[src/rtl/bridge_pkg.sv]
package bridge_pkg;

    localparam int BYTE_W = 8;                  // Width of every data byte path
    localparam int LED_W  = 6;                  // Six board LEDs

    typedef logic [BYTE_W-1:0] byte_t;          // Data byte on SPI, UART and FIFOs
    typedef logic [LED_W-1:0]  led_t;           // LED output vector

    // Simulation values, a board build raises these two
    localparam int CLKS_PER_BIT    = 16;        // Clock cycles per UART bit
    localparam int LED_STEP_CYCLES = 64;        // Clock cycles between LED shifts

    localparam int HALF_BIT   = CLKS_PER_BIT / 2;   // Offset from start edge to mid-bit
    localparam int FIFO_DEPTH = 8;                  // Default byte_fifo depth, power of two

    localparam led_t LED_RESET_PATTERN = led_t'(1); // Lowest LED lit after reset

    typedef logic [$clog2(CLKS_PER_BIT)-1:0]    baud_cnt_t;  // Cycle count within one bit
    typedef logic [$clog2(LED_STEP_CYCLES)-1:0] step_cnt_t;  // Cycle count between LED steps
    typedef logic [2:0]                         bit_idx_t;   // Bit index inside a byte

    typedef enum logic [1:0] {
        IDLE,                                   // Line idle, waiting for work
        START,                                  // Start bit
        DATA,                                   // Eight data bits, LSB first
        STOP                                    // Single stop bit
    } uart_state_e;

endpackage

[src/rtl/byte_fifo.sv]
module byte_fifo #(
    parameter int DEPTH = bridge_pkg::FIFO_DEPTH    // Must be a power of two
) (
    input  logic              Clock,
    input  logic              arst_n,
    input  logic              push,
    input  logic              pop,
    input  bridge_pkg::byte_t din,
    output bridge_pkg::byte_t dout,
    output logic              empty,
    output logic              full
);
    import bridge_pkg::*;

    byte_t                    mem [DEPTH];      // Storage, no reset needed
    logic [$clog2(DEPTH)-1:0] wr_ptr;           // Next slot to write
    logic [$clog2(DEPTH)-1:0] rd_ptr;           // Current head slot
    logic [$clog2(DEPTH):0]   count;            // Occupancy, one bit wider than pointers
    logic                     do_push;
    logic                     do_pop;

    assign do_push = push && !full;             // Push into a full FIFO is dropped
    assign do_pop  = pop && !empty;             // Pop from an empty FIFO is ignored
    assign empty   = (count == 0);
    assign full    = (count == DEPTH);
    assign dout    = mem[rd_ptr];               // Fall-through head

    always_ff @(posedge Clock) begin
        if (do_push) mem[wr_ptr] <= din;
    end

    always_ff @(posedge Clock or negedge arst_n) begin
        if (!arst_n) begin
            wr_ptr <= '0;
            rd_ptr <= '0;
            count  <= '0;
        end else begin
            if (do_push) wr_ptr <= wr_ptr + 1'b1;   // Wraps at DEPTH
            if (do_pop)  rd_ptr <= rd_ptr + 1'b1;
            count <= count + do_push - do_pop;      // Both at once leaves count as is
        end
    end

    a_no_overflow: assert property (@(posedge Clock) disable iff (!arst_n) !(push && full))
        else $error("byte_fifo push while full, byte dropped");
    a_no_underflow: assert property (@(posedge Clock) disable iff (!arst_n) !(pop && empty))
        else $error("byte_fifo pop while empty");

endmodule

[src/rtl/spi_slave.sv]
module spi_slave (
    input  logic              Clock,
    input  logic              arst_n,
    input  logic              sck,
    input  logic              cs_n,
    input  logic              mosi,
    input  logic              ack,
    output logic              miso,
    output logic              ready,
    output bridge_pkg::byte_t rx_byte
);
    import bridge_pkg::*;

    logic [1:0] sck_sync;                       // Two-flop synchronisers, [1] is safe
    logic [1:0] cs_sync;
    logic [1:0] mosi_sync;
    logic       sck_prev;                       // Last synchronised SCK level
    logic       rise;                           // Registered SCK rising edge
    logic       fall;                           // Registered SCK falling edge
    bit_idx_t   bit_cnt;                        // Bits received in the current byte
    byte_t      rx_shift;                       // MOSI shift register
    byte_t      tx_shift;                       // MISO shift register, MSB out
    byte_t      reply;                          // Last complete byte, also the echo
    logic       done;                           // Eighth bit just shifted in

    assign miso    = tx_shift[BYTE_W-1];
    assign rx_byte = reply;

    always_ff @(posedge Clock or negedge arst_n) begin
        if (!arst_n) begin
            sck_sync  <= '0;                    // SCK idles low in mode 0
            cs_sync   <= '1;                    // Deselected
            mosi_sync <= '0;
            sck_prev  <= 1'b0;
            rise      <= 1'b0;
            fall      <= 1'b0;
        end else begin
            sck_sync  <= {sck_sync[0], sck};
            cs_sync   <= {cs_sync[0], cs_n};
            mosi_sync <= {mosi_sync[0], mosi};
            sck_prev  <= sck_sync[1];
            rise      <= sck_sync[1] && !sck_prev && !cs_sync[1];
            fall      <= !sck_sync[1] && sck_prev && !cs_sync[1];
        end
    end

    always_ff @(posedge Clock or negedge arst_n) begin
        if (!arst_n) begin
            bit_cnt  <= '0;
            rx_shift <= '0;
            tx_shift <= '0;                     // MISO sends zero before any transfer
            reply    <= '0;
            done     <= 1'b0;
            ready    <= 1'b0;
        end else begin
            done <= 1'b0;
            if (cs_sync[1]) begin
                bit_cnt  <= '0;                 // Deselect aborts a partial byte
                tx_shift <= reply;              // Preload MSB before first SCK edge
            end else begin
                if (rise) begin
                    rx_shift <= {rx_shift[BYTE_W-2:0], mosi_sync[1]};
                    bit_cnt  <= bit_cnt + 1'b1;         // Wraps to zero after bit 7
                    done     <= (bit_cnt == 3'd7);
                end
                if (fall) begin
                    if (bit_cnt == '0) tx_shift <= reply;   // Next byte in a burst
                    else tx_shift <= {tx_shift[BYTE_W-2:0], 1'b0};
                end
            end
            if (done) begin
                reply <= rx_shift;              // Overwrites a byte still pending
                ready <= 1'b1;
            end else if (ack) begin
                ready <= 1'b0;                  // Drops the cycle after ack
            end
        end
    end

    a_ack_needs_ready: assert property (@(posedge Clock) disable iff (!arst_n) ack |-> ready)
        else $error("spi_slave ack seen without a pending byte");

endmodule

[src/rtl/uart_rx.sv]
module uart_rx (
    input  logic              Clock,
    input  logic              arst_n,
    input  logic              rx,
    output bridge_pkg::byte_t data,
    output logic              valid
);
    import bridge_pkg::*;

    logic [1:0]  rx_sync;                       // Line synchroniser, idles high
    logic        rx_prev;                       // For falling edge detect
    uart_state_e state;
    baud_cnt_t   clk_cnt;                       // Cycles into the current bit
    bit_idx_t    bit_idx;                       // Data bit being sampled
    byte_t       shift;                         // Assembled byte, LSB first

    assign data = shift;                        // Stable while valid pulses

    always_ff @(posedge Clock or negedge arst_n) begin
        if (!arst_n) begin
            rx_sync <= '1;
            rx_prev <= 1'b1;
            state   <= IDLE;
            clk_cnt <= '0;
            bit_idx <= '0;
            shift   <= '0;
            valid   <= 1'b0;
        end else begin
            rx_sync <= {rx_sync[0], rx};
            rx_prev <= rx_sync[1];
            valid   <= 1'b0;
            clk_cnt <= clk_cnt + 1'b1;
            case (state)
                IDLE: begin
                    clk_cnt <= '0;
                    if (rx_prev && !rx_sync[1]) state <= START;     // Start edge
                end
                START: begin
                    if (clk_cnt == baud_cnt_t'(HALF_BIT - 1)) begin
                        clk_cnt <= '0;
                        bit_idx <= '0;
                        state   <= rx_sync[1] ? IDLE : DATA;        // Glitch goes back
                    end
                end
                DATA: begin
                    if (clk_cnt == baud_cnt_t'(CLKS_PER_BIT - 1)) begin
                        clk_cnt <= '0;
                        shift   <= {rx_sync[1], shift[BYTE_W-1:1]};
                        bit_idx <= bit_idx + 1'b1;
                        if (bit_idx == 3'd7) state <= STOP;
                    end
                end
                STOP: begin
                    if (clk_cnt == baud_cnt_t'(CLKS_PER_BIT - 1)) begin
                        valid <= rx_sync[1];    // Framing error drops the byte
                        state <= IDLE;
                    end
                end
                default: state <= IDLE;
            endcase
        end
    end

endmodule

[src/rtl/uart_tx.sv]
module uart_tx (
    input  logic              Clock,
    input  logic              arst_n,
    input  logic              empty,
    input  bridge_pkg::byte_t data,
    output logic              pop,
    output logic              tx
);
    import bridge_pkg::*;

    uart_state_e state;
    baud_cnt_t   clk_cnt;                       // Cycles into the current bit
    bit_idx_t    bit_idx;                       // Data bit on the line
    byte_t       shift;                         // Byte being sent, LSB in bit 0

    assign pop = (state == IDLE) && !empty;     // Load the FIFO head when idle

    always_ff @(posedge Clock or negedge arst_n) begin
        if (!arst_n) begin
            state   <= IDLE;
            clk_cnt <= '0;
            bit_idx <= '0;
            shift   <= '0;
            tx      <= 1'b1;                    // Line idles high
        end else begin
            clk_cnt <= clk_cnt + 1'b1;
            case (state)
                IDLE: begin
                    clk_cnt <= '0;
                    if (pop) begin
                        shift <= data;
                        tx    <= 1'b0;          // Start bit from the next cycle
                        state <= START;
                    end
                end
                START: begin
                    if (clk_cnt == baud_cnt_t'(CLKS_PER_BIT - 1)) begin
                        clk_cnt <= '0;
                        bit_idx <= '0;
                        tx      <= shift[0];
                        state   <= DATA;
                    end
                end
                DATA: begin
                    if (clk_cnt == baud_cnt_t'(CLKS_PER_BIT - 1)) begin
                        clk_cnt <= '0;
                        bit_idx <= bit_idx + 1'b1;
                        shift   <= shift >> 1;
                        if (bit_idx == 3'd7) begin
                            tx    <= 1'b1;      // Stop bit
                            state <= STOP;
                        end else begin
                            tx <= shift[1];
                        end
                    end
                end
                STOP: begin
                    if (clk_cnt == baud_cnt_t'(CLKS_PER_BIT - 1)) state <= IDLE;
                end
                default: state <= IDLE;
            endcase
        end
    end

endmodule

[src/rtl/echo_arbiter.sv]
module echo_arbiter (
    input  logic              Clock,
    input  logic              arst_n,
    input  logic              spi_ready,
    input  logic              rx_empty,
    input  logic              tx_full,
    input  bridge_pkg::byte_t spi_byte,
    input  bridge_pkg::byte_t rx_head,
    output logic              spi_ack,
    output logic              rx_pop,
    output logic              tx_push,
    output bridge_pkg::byte_t tx_byte,
    output logic              debug_pin
);
    import bridge_pkg::*;

    logic busy;                                 // A strobe is in flight this cycle
    logic take_spi;
    logic take_rx;

    // SPI wins, the receive FIFO waits a turn
    assign take_spi = spi_ready && !tx_full && !busy;
    assign take_rx  = !rx_empty && !spi_ready && !tx_full && !busy;

    always_ff @(posedge Clock or negedge arst_n) begin
        if (!arst_n) begin
            spi_ack   <= 1'b0;
            rx_pop    <= 1'b0;
            tx_push   <= 1'b0;
            busy      <= 1'b0;
            debug_pin <= 1'b0;
        end else begin
            spi_ack <= take_spi;                // Ready drops one cycle later
            rx_pop  <= take_rx;                 // Head advances one cycle later
            tx_push <= take_spi || take_rx;
            busy    <= take_spi || take_rx;     // Blocks the stale request
            if (take_spi) debug_pin <= !debug_pin;  // One toggle per SPI byte
        end
    end

    always_ff @(posedge Clock) begin
        if (take_spi) tx_byte <= spi_byte;
        else if (take_rx) tx_byte <= rx_head;
    end

endmodule

[src/rtl/led_scroll.sv]
module led_scroll (
    input  logic             Clock,
    input  logic             arst_n,
    output bridge_pkg::led_t leds
);
    import bridge_pkg::*;

    step_cnt_t step_cnt;                        // Cycles since the last shift

    always_ff @(posedge Clock or negedge arst_n) begin
        if (!arst_n) begin
            step_cnt <= '0;
            leds     <= LED_RESET_PATTERN;
        end else begin
            if (step_cnt == step_cnt_t'(LED_STEP_CYCLES - 1)) begin
                step_cnt <= '0;
                leds     <= {leds[LED_W-2:0], leds[LED_W-1]};  // Rotate left, top wraps
            end else begin
                step_cnt <= step_cnt + 1'b1;
            end
        end
    end

endmodule

[src/rtl/bridge_top.sv]
module bridge_top (
    input  logic             Clock,
    input  logic             arst_n,
    input  logic             spi_sck,
    input  logic             spi_cs_n,
    input  logic             spi_mosi,
    input  logic             uart_rx,
    output logic             spi_miso,
    output logic             uart_tx,
    output bridge_pkg::led_t leds,
    output logic             debug_pin
);
    import bridge_pkg::*;

    byte_t spi_byte;                            // SPI slave to arbiter
    logic  spi_ready;
    logic  spi_ack;
    byte_t rx_byte;                             // UART receiver to its FIFO
    logic  rx_valid;
    byte_t rx_head;                             // Receive FIFO to arbiter
    logic  rx_empty;
    logic  rx_pop;
    byte_t tx_byte;                             // Arbiter to transmit FIFO
    logic  tx_push;
    logic  tx_full;
    byte_t tx_head;                             // Transmit FIFO to UART transmitter
    logic  tx_empty;
    logic  tx_pop;

    spi_slave u_spi (
        .Clock(Clock), .arst_n(arst_n), .sck(spi_sck), .cs_n(spi_cs_n), .mosi(spi_mosi),
        .ack(spi_ack), .miso(spi_miso), .ready(spi_ready), .rx_byte(spi_byte)
    );

    uart_rx u_uart_rx (
        .Clock(Clock), .arst_n(arst_n), .rx(uart_rx), .data(rx_byte), .valid(rx_valid)
    );

    byte_fifo #(.DEPTH(FIFO_DEPTH)) rx_fifo (   // Full flag unused, arbiter drains fast
        .Clock(Clock), .arst_n(arst_n), .push(rx_valid), .pop(rx_pop), .din(rx_byte),
        .dout(rx_head), .empty(rx_empty), .full()
    );

    echo_arbiter u_arbiter (
        .Clock(Clock), .arst_n(arst_n), .spi_ready(spi_ready), .rx_empty(rx_empty),
        .tx_full(tx_full), .spi_byte(spi_byte), .rx_head(rx_head), .spi_ack(spi_ack),
        .rx_pop(rx_pop), .tx_push(tx_push), .tx_byte(tx_byte), .debug_pin(debug_pin)
    );

    byte_fifo #(.DEPTH(FIFO_DEPTH)) tx_fifo (
        .Clock(Clock), .arst_n(arst_n), .push(tx_push), .pop(tx_pop), .din(tx_byte),
        .dout(tx_head), .empty(tx_empty), .full(tx_full)
    );

    uart_tx u_uart_tx (
        .Clock(Clock), .arst_n(arst_n), .empty(tx_empty), .data(tx_head), .pop(tx_pop),
        .tx(uart_tx)
    );

    led_scroll u_leds (
        .Clock(Clock), .arst_n(arst_n), .leds(leds)
    );

endmodule

[config.mk]
export PLATFORM = sky130hd
export DESIGN_NAME = bridge_top
export DESIGN_NICKNAME = d
export VERILOG_FILES = /design/src/rtl/bridge_pkg.sv /design/src/rtl/byte_fifo.sv /design/src/rtl/spi_slave.sv /design/src/rtl/uart_rx.sv /design/src/rtl/uart_tx.sv /design/src/rtl/echo_arbiter.sv /design/src/rtl/led_scroll.sv /design/src/rtl/bridge_top.sv
export SDC_FILE = /design/constraint.sdc
export NUM_CORES = 1
export LEC_CHECK = 0
export BUFFER_PORTS_ARGS = -buffer_cell sky130_fd_sc_hd__buf_2
export CAP_MARGIN = 15
export CORE_ASPECT_RATIO = 1.1
export CORE_UTILIZATION = 40
export CTS_CLUSTER_SIZE = 10
export DETAILED_ROUTE_END_ITERATION = 10
export PLACE_DENSITY = 0.62
export SLEW_MARGIN = 20
export SYNTH_ARGS = -nofsm -noshare
export SYNTH_HDL_FRONTEND = slang
export SYNTH_SLANG_ARGS = --single-unit
[constraint.sdc]
create_clock -name Clock -period 5.7 [get_ports Clock]
set_input_delay 1.14 -clock Clock [delete_from_list [all_inputs] [get_ports Clock]]
set_output_delay 1.14 -clock Clock [all_outputs]
set_load 0.01 [all_outputs]
## Yosys cells after proc, flatten, opt, wreduce, memory -nomap -nowiden

Memory sizes are Yosys's and may differ from the RTL's.
Cells that the tools add are included.

| cells by class | value |
|---|---|
| add/sub/neg operators | 14 |
| $mul | 0 |
| div/mod/pow operators | 0 |
| order comparisons | 0 |
| equal/unequal tests | 25 |
| shift-type cells | 0 |
| muxes and demuxes | 50 |
| bitwise operators | 1 |
| reduce and logical (&&, ||, !) cells | 49 |

Operators with widths:

| kind | count |
|---|---|
| $mux W8 | 7 |
| $mux W2 | 11 |
| $add A3 B1 Y3 const B | 7 |
| $mux W3 | 6 |
| $ne A2 B1 Y1 const B | 9 |
| $eq A4 B4 Y1 const B | 4 |
| $pmux W2 S4 | 2 |
| $pmux W8 S2 | 1 |
| $logic_and A1 B1 Y1 | 15 |
| $mux W1 | 14 |
| $reduce_bool A2 Y1 | 7 |
| $mux W4 | 3 |
| $pmux W3 S2 | 2 |
| $pmux W4 S3 | 1 |
| $logic_not A1 Y1 | 11 |
| $reduce_and A5 Y1 | 2 |
| $eq A3 B3 Y1 const B | 3 |
| $reduce_and A3 Y1 | 3 |
| $add A4 B1 Y4 | 2 |
| $add A4 B1 Y4 const B | 2 |
| $eq A2 B2 Y1 const B | 4 |
| $logic_not A4 Y1 | 2 |
| $pmux W4 S2 | 1 |
| $sub A4 B1 Y4 | 2 |
| 15 further kinds | 18 |

| word-level totals | value |
|---|---|
| register bits after elaboration | 121 |
| bits in latches | 0 |
| RAM bits | 128 |
| memory bits (read-only) | 0 |
| bits of input ports | 6 |
| output and inout port bits | 9 |
| word-level logic and storage cells | 178 |
| memories kept | 2 |

Memories:

| name | words | width | rd ports | clocked after Yosys merged registers in | write ports | line | text |
|---|---|---|---|---|---|---|---|
| rx_fifo.mem | 8 | 8 | 1 | 0 | 1 | byte_fifo.sv:15 | `byte_t mem [DEPTH];` |
| tx_fifo.mem | 8 | 8 | 1 | 0 | 1 | byte_fifo.sv:15 |  |

## Logic depth before layout (Yosys ltp)

| depth | value |
|---|---|
| depth after elaboration | 7 |
| depth in mapped cells | 10 |
| mapped depth without buffers | 10 |

## By module

From an unflattened synthesis, not the netlist that was laid out.

| unflattened totals | value |
|---|---|
| cells, all modules | 625 |
| area total of the unflattened synthesis | 10675.2 µm² |

Modules (own cells, without submodules):

| module | instances | cells an instance | area an instance (µm²) | sequential area each (µm²) |
|---|---|---|---|---|
| byte_fifo | 2 | 150 | 3067.9 | 2172.1 |
| spi_slave | 1 | 111 | 1535.2 | 953.4 |
| uart_tx | 1 | 84 | 1014.7 | 451.7 |
| uart_rx | 1 | 70 | 959.7 | 529.3 |
| led_scroll | 1 | 34 | 519.2 | 301.5 |
| echo_arbiter | 1 | 26 | 510.5 | 340.3 |

## Least setup slack after synthesis

No wires, ideal clock.

| path | value |
|---|---|
| path kind | register -> register |
| from | reg tx_fifo.count[2] |
| to | reg tx_fifo.count[2] |
| library setup time | 0.123 ns |
| data arrival time | 2.088 ns |
| required time | 5.577 ns |
| path slack | 3.489 ns |
| cell stages (with the launch flop) | 10 |
| buffers on the path | 0 |
| clock period less this slack | 2.211 ns |
| cell sequence | dfrtp_1 -> inv_1 -> ha_1 -> nor3b_1 -> nor2b_1 -> ha_1 -> inv_1 -> ha_1 -> fa_1 -> xor2_1 |

| on the way | value |
|---|---|
| cells in the longest elaborated chain, start to end | 5 |
| elaborated cells between the ends (all ways) | 9 |
| classes of those cells | add/sub (2); eq/ne (1); reduce/logical (6) |

Ends and longest elaborated chain:

| what | line | text |
|---|---|---|
| from (decl) | byte_fifo.sv:18 | `logic [$clog2(DEPTH):0] count;` |
| from (signal assigned) | byte_fifo.sv:40 | `count <= count + do_push - do_pop;` |
| $logic_not A4 Y1 (*) | byte_fifo.sv:24 | `assign empty = (count == 0);` |
| $logic_not A1 Y1 (*) | byte_fifo.sv:23, uart_tx.sv:16 |  |
| $logic_and A1 B1 Y1 | uart_tx.sv:16 | `assign pop = (state == IDLE) && !empty;` |
| $logic_and A1 B1 Y1 (*) | byte_fifo.sv:23 | `assign do_pop = pop && !empty;` |
| net tx_fifo.do_pop | byte_fifo.sv:20 | `logic do_pop;` |
| $sub A4 B1 Y4 (*) | byte_fifo.sv:40 |  |

Mark *: on every way through the listed nets, which the timed path passes. The rest lies on a longest branch.
A chain may end at the register's enable or synchronous reset.

## Worst setup path in the final report

| path | value |
|---|---|
| from | reg tx_fifo.count[2] |
| to | mem tx_fifo.mem[7][3] in the netlist's numbering, enable pin |

| on the way | value |
|---|---|
| cells in the longest elaborated chain, start to end | 5 |

Ends and longest elaborated chain:

| what | line | text |
|---|---|---|
| $eq A4 B4 Y1 | byte_fifo.sv:25 | `assign full = (count == DEPTH);` |
| $logic_not A1 Y1 | byte_fifo.sv:22 | `assign do_push = push && !full;` |
| $logic_and A1 B1 Y1 | byte_fifo.sv:22 |  |
| $mux W1 | byte_fifo.sv:29 | `if (do_push) mem[wr_ptr] <= din;` |
| $mux W1 (not written as such) | byte_fifo.sv:29 |  |
| to (decl) | byte_fifo.sv:15 |  |

Every way passes these cells.

==> results.yml <==
clocking:
  htreeDepth: 1
  clk_pin_slew_ns: 0.05
  cts-buffers-inserted: 29
  cts_setup_buffers: 0
  insertion_delay_ns: 0.53
  cts_sinks: 249
  cts_root_buf: "clkbuf_16"
  cts_resized: 0
  cts_buffer_depth: 3
  postCtsHoldBufs: 0
  cts_tree: "yes"
worst_setup_path:
  r2r_cells: 6
  critPathLaunchType: "flop"
  crit_type: "flop to flop"
  reg2reg_to: "tx_fifo.mem[7][3]$_DFFE_PP_"
  reg2reg_slack_ns: 3.13
  crit_path_max_incr_delay_ns: 0.80
  rr_startpoint: "tx_fifo.count[2]$_DFF_PN0_"
  endpoint_kind: "flop"
  path_cells: "inv_1, ha_1, nor3b_1, nor2b_1, nand2_1, nor2_1"
  worstPathArrival_ns: 2.72
  critical-path-top-delay-family: "simple AND/OR/NAND/NOR gates"
  cp_num_buf_inv: 1
  path_max_fanout: 8
  slowest_stage: "nor2_1"
  cp_data_required_time_ns: 5.85
min_path:
  hp-class: "flop to flop"
  hold_end: "u_spi.sck_sync[1]$_DFF_PN0_"
  worstHoldPathCells: 0
  min_from: "u_spi.sck_sync[0]$_DFF_PN0_"
timing:
  fin_skew_ns: 0.0125
  finalHoldViolCount: 0
  rsz0062_at_grt: "false"
  setup_viol_count_final: 0
  slew_viol_final: 0
  slew_headroom_pct: 29.8
  setup_tns_ns: 0
  fmax_mhz: 389
  fin_crit_ns: 2.57
  worst_slew_pin_slew_ns: 1.05
  whs_ns: 0.355
  post-route-period-util_pct: 45.1
synthesis:
  synth_area_leader_cell: "edfxtp_1"
  synth_top_area_share_pct: 40.3
  yosys.area_share.simple_pct: 5.98
  synthXorXnorAreaFrac_pct: 1.73
  synth_cells: 625
  ys_warn_count: 0
  synth_seq_cells: 249
  synth_nets: 667
  seq_area_frac_synth_pct: 68.2
  synth_area_per_cell_um2: 16.2
  synth_top_family_by_area: "multiplexers"
  asyncSetResetFlopFracSynth_pct: 45.4
  synthAdderAreaFrac_pct: 4.59
  synth-edff-count: 136
  synthTopCellsByArea: "edfxtp_1 40%, dfrtp_1 26%, mux4_2 4.9%"
  synth-main-ff-cell: "edfxtp_1"
  muxShareOfSynthArea_pct: 13.4
  ys_types: 57
  syn_area_um2: 10100
  synth_compound_area_share_pct: 3.87
cells_and_area:
  fin_util_pct: 45.9
  final_common_cell: "edfxtp_1"
  areaGrowthSynthToFinish_pct: 11.9
  final_cell_mix: "136 x edfxtp_1, 105 x dfrtp_1, 39 x nand2_1"
  drive_gt1_share_pct: 18.3
  multiInputGateArea_um2: 3020
  finalNetCount: 693
  regArea_um2: 6920
  diodes: 0
  fillers: 2082
detailed_routing:
  vias_per_cell: 5.18
  first_iter_violations: 437
  drc: 0
  first_pass_iters: 4
  wl_per_cell_um: 18.0
  antenna_left: 0
  wirelength_mm: 17.7
  routed-via-count: 5090
global_route:
  grt_overflow_total: 0
  grt_pass1_vias: 5525
  grt_pass1_wl_mm: 29.3
  grt_max_degree: 67
  antenna_found_initial: 0
  grtUsageTotal_pct: 14.3
floorplan:
  ioPinCount: 15
  dieHeight_um: 169
  die_x_um: 154
  initial_core_util_pct: 41.1
  core_um2: 24700
  row_count: 60
  die-area_um2: 26000
pwr:
  power_density_nw_per_um2: 386
  ir_drop_mv: 0.214
  p_leak_uw: 0.00422
place:
  place_congestion: 0.781
  io_buffer_count: 14
  place_hpwl_mm: 11.8
run:
  max-cap-violations: 0
run_status:
  status: "completed"
sequential cells by signal, indices dropped and copies added, names as in the netlist, 4 cells and up, named ones only:
signal and count:
tx_fifo.count 4, u_uart_tx.clk_cnt 4, u_spi.rx_shift 8, rx_fifo.mem 64, u_leds.step_cnt 6, rx_fifo.count 4
u_uart_rx.data 8, tx_fifo.mem 64, u_arbiter.tx_byte 8, u_spi.rx_byte 8, u_uart_tx.shift 8, u_spi.tx_shift 8
u_uart_rx.clk_cnt 4, u_leds.leds 6
Yosys cell counts, types with 5 or more instances:
master and instances:
mux2i_1 22, nand2b_1 9, o21ai_0 12, nor3_1 6, inv_1 29, mux2_2 34, a222oi_1 7, edfxtp_1 136
dfstp_2 7, xor2_1 13, xnor2_1 7, ha_1 34, nor2b_1 10, dfrtp_1 106, buf_2 6, nand2_1 39
nor3b_1 5, mux4_1 9, mux4_2 22, nor2_1 35, nand3_1 8, clkbuf_1 8, a21oi_1 16
cell type report:
type                    count  area share (%)
well taps                 310            3.42
multi-input cells         327            26.6
clock buffers              51            7.21
repair buffers             15           0.706
clock inverters             1          0.0772
inverters                  29           0.960
flip-flops and latches    249            61.0
worst max path at each step:
stage,end,cells after the start,startpoint
floorplan,tx_fifo.count[2]$_DFF_PN0_,9,tx_fifo.count[2]$_DFF_PN0_
CTS,tx_fifo.mem[1][7]$_DFFE_PP_,6,tx_fifo.count[2]$_DFF_PN0_
detailed placement,tx_fifo.mem[1][3]$_DFFE_PP_,6,tx_fifo.count[2]$_DFF_PN0_
finish,tx_fifo.mem[7][3]$_DFFE_PP_,6,tx_fifo.count[2]$_DFF_PN0_
global placement,u_uart_rx.data[4]$_DFFE_PN0P_,2,arst_n
global route,tx_fifo.count[2]$_DFF_PN0_,9,tx_fifo.count[2]$_DFF_PN0_
routing by layer:
layer / global-route usage, % / up-vias / wire length, um
met5: 0 / - / 0
met4: 3.70 / 0 / 403
met3: 2.23 / 33 / 526
met2: 26.1 / 67 / 9270
met1: 17.5 / 2618 / 7500
li1: - / 2372 / -
logic make-up after synthesis:
group | count (synthesis)
mux | 89
xor+xnor | 20
compound gates | 57
simple gates | 125
flops | 249
buf+inv | 49
fa+ha+maj | 36
through the flow:
step,power (uW),setup WS (ns),cell area [um2],std cells
2_1_floorplan,2650,3.49,10100,625
3_3_place_gp,2760,3.24,10500,930
3_5_place_dp,2810,3.02,10500,930
4_1_cts,4430,3.03,11300,982
5_1_grt,4610,2.96,11300,982
6_report,4380,3.13,11300,982
power by group:
group | internal (uW) | total (uW) | switching, uW | leakage, uW
Clock | 958 | 1620 | 659 | 0.000393
Sequential | 2010 | 2160 | 151 | 0.00253
Combinational | 300 | 602 | 303 | 0.00129
Total | 3270 | 4380 | 1110 | 0.00422
(Power assumes the default switching activity.)
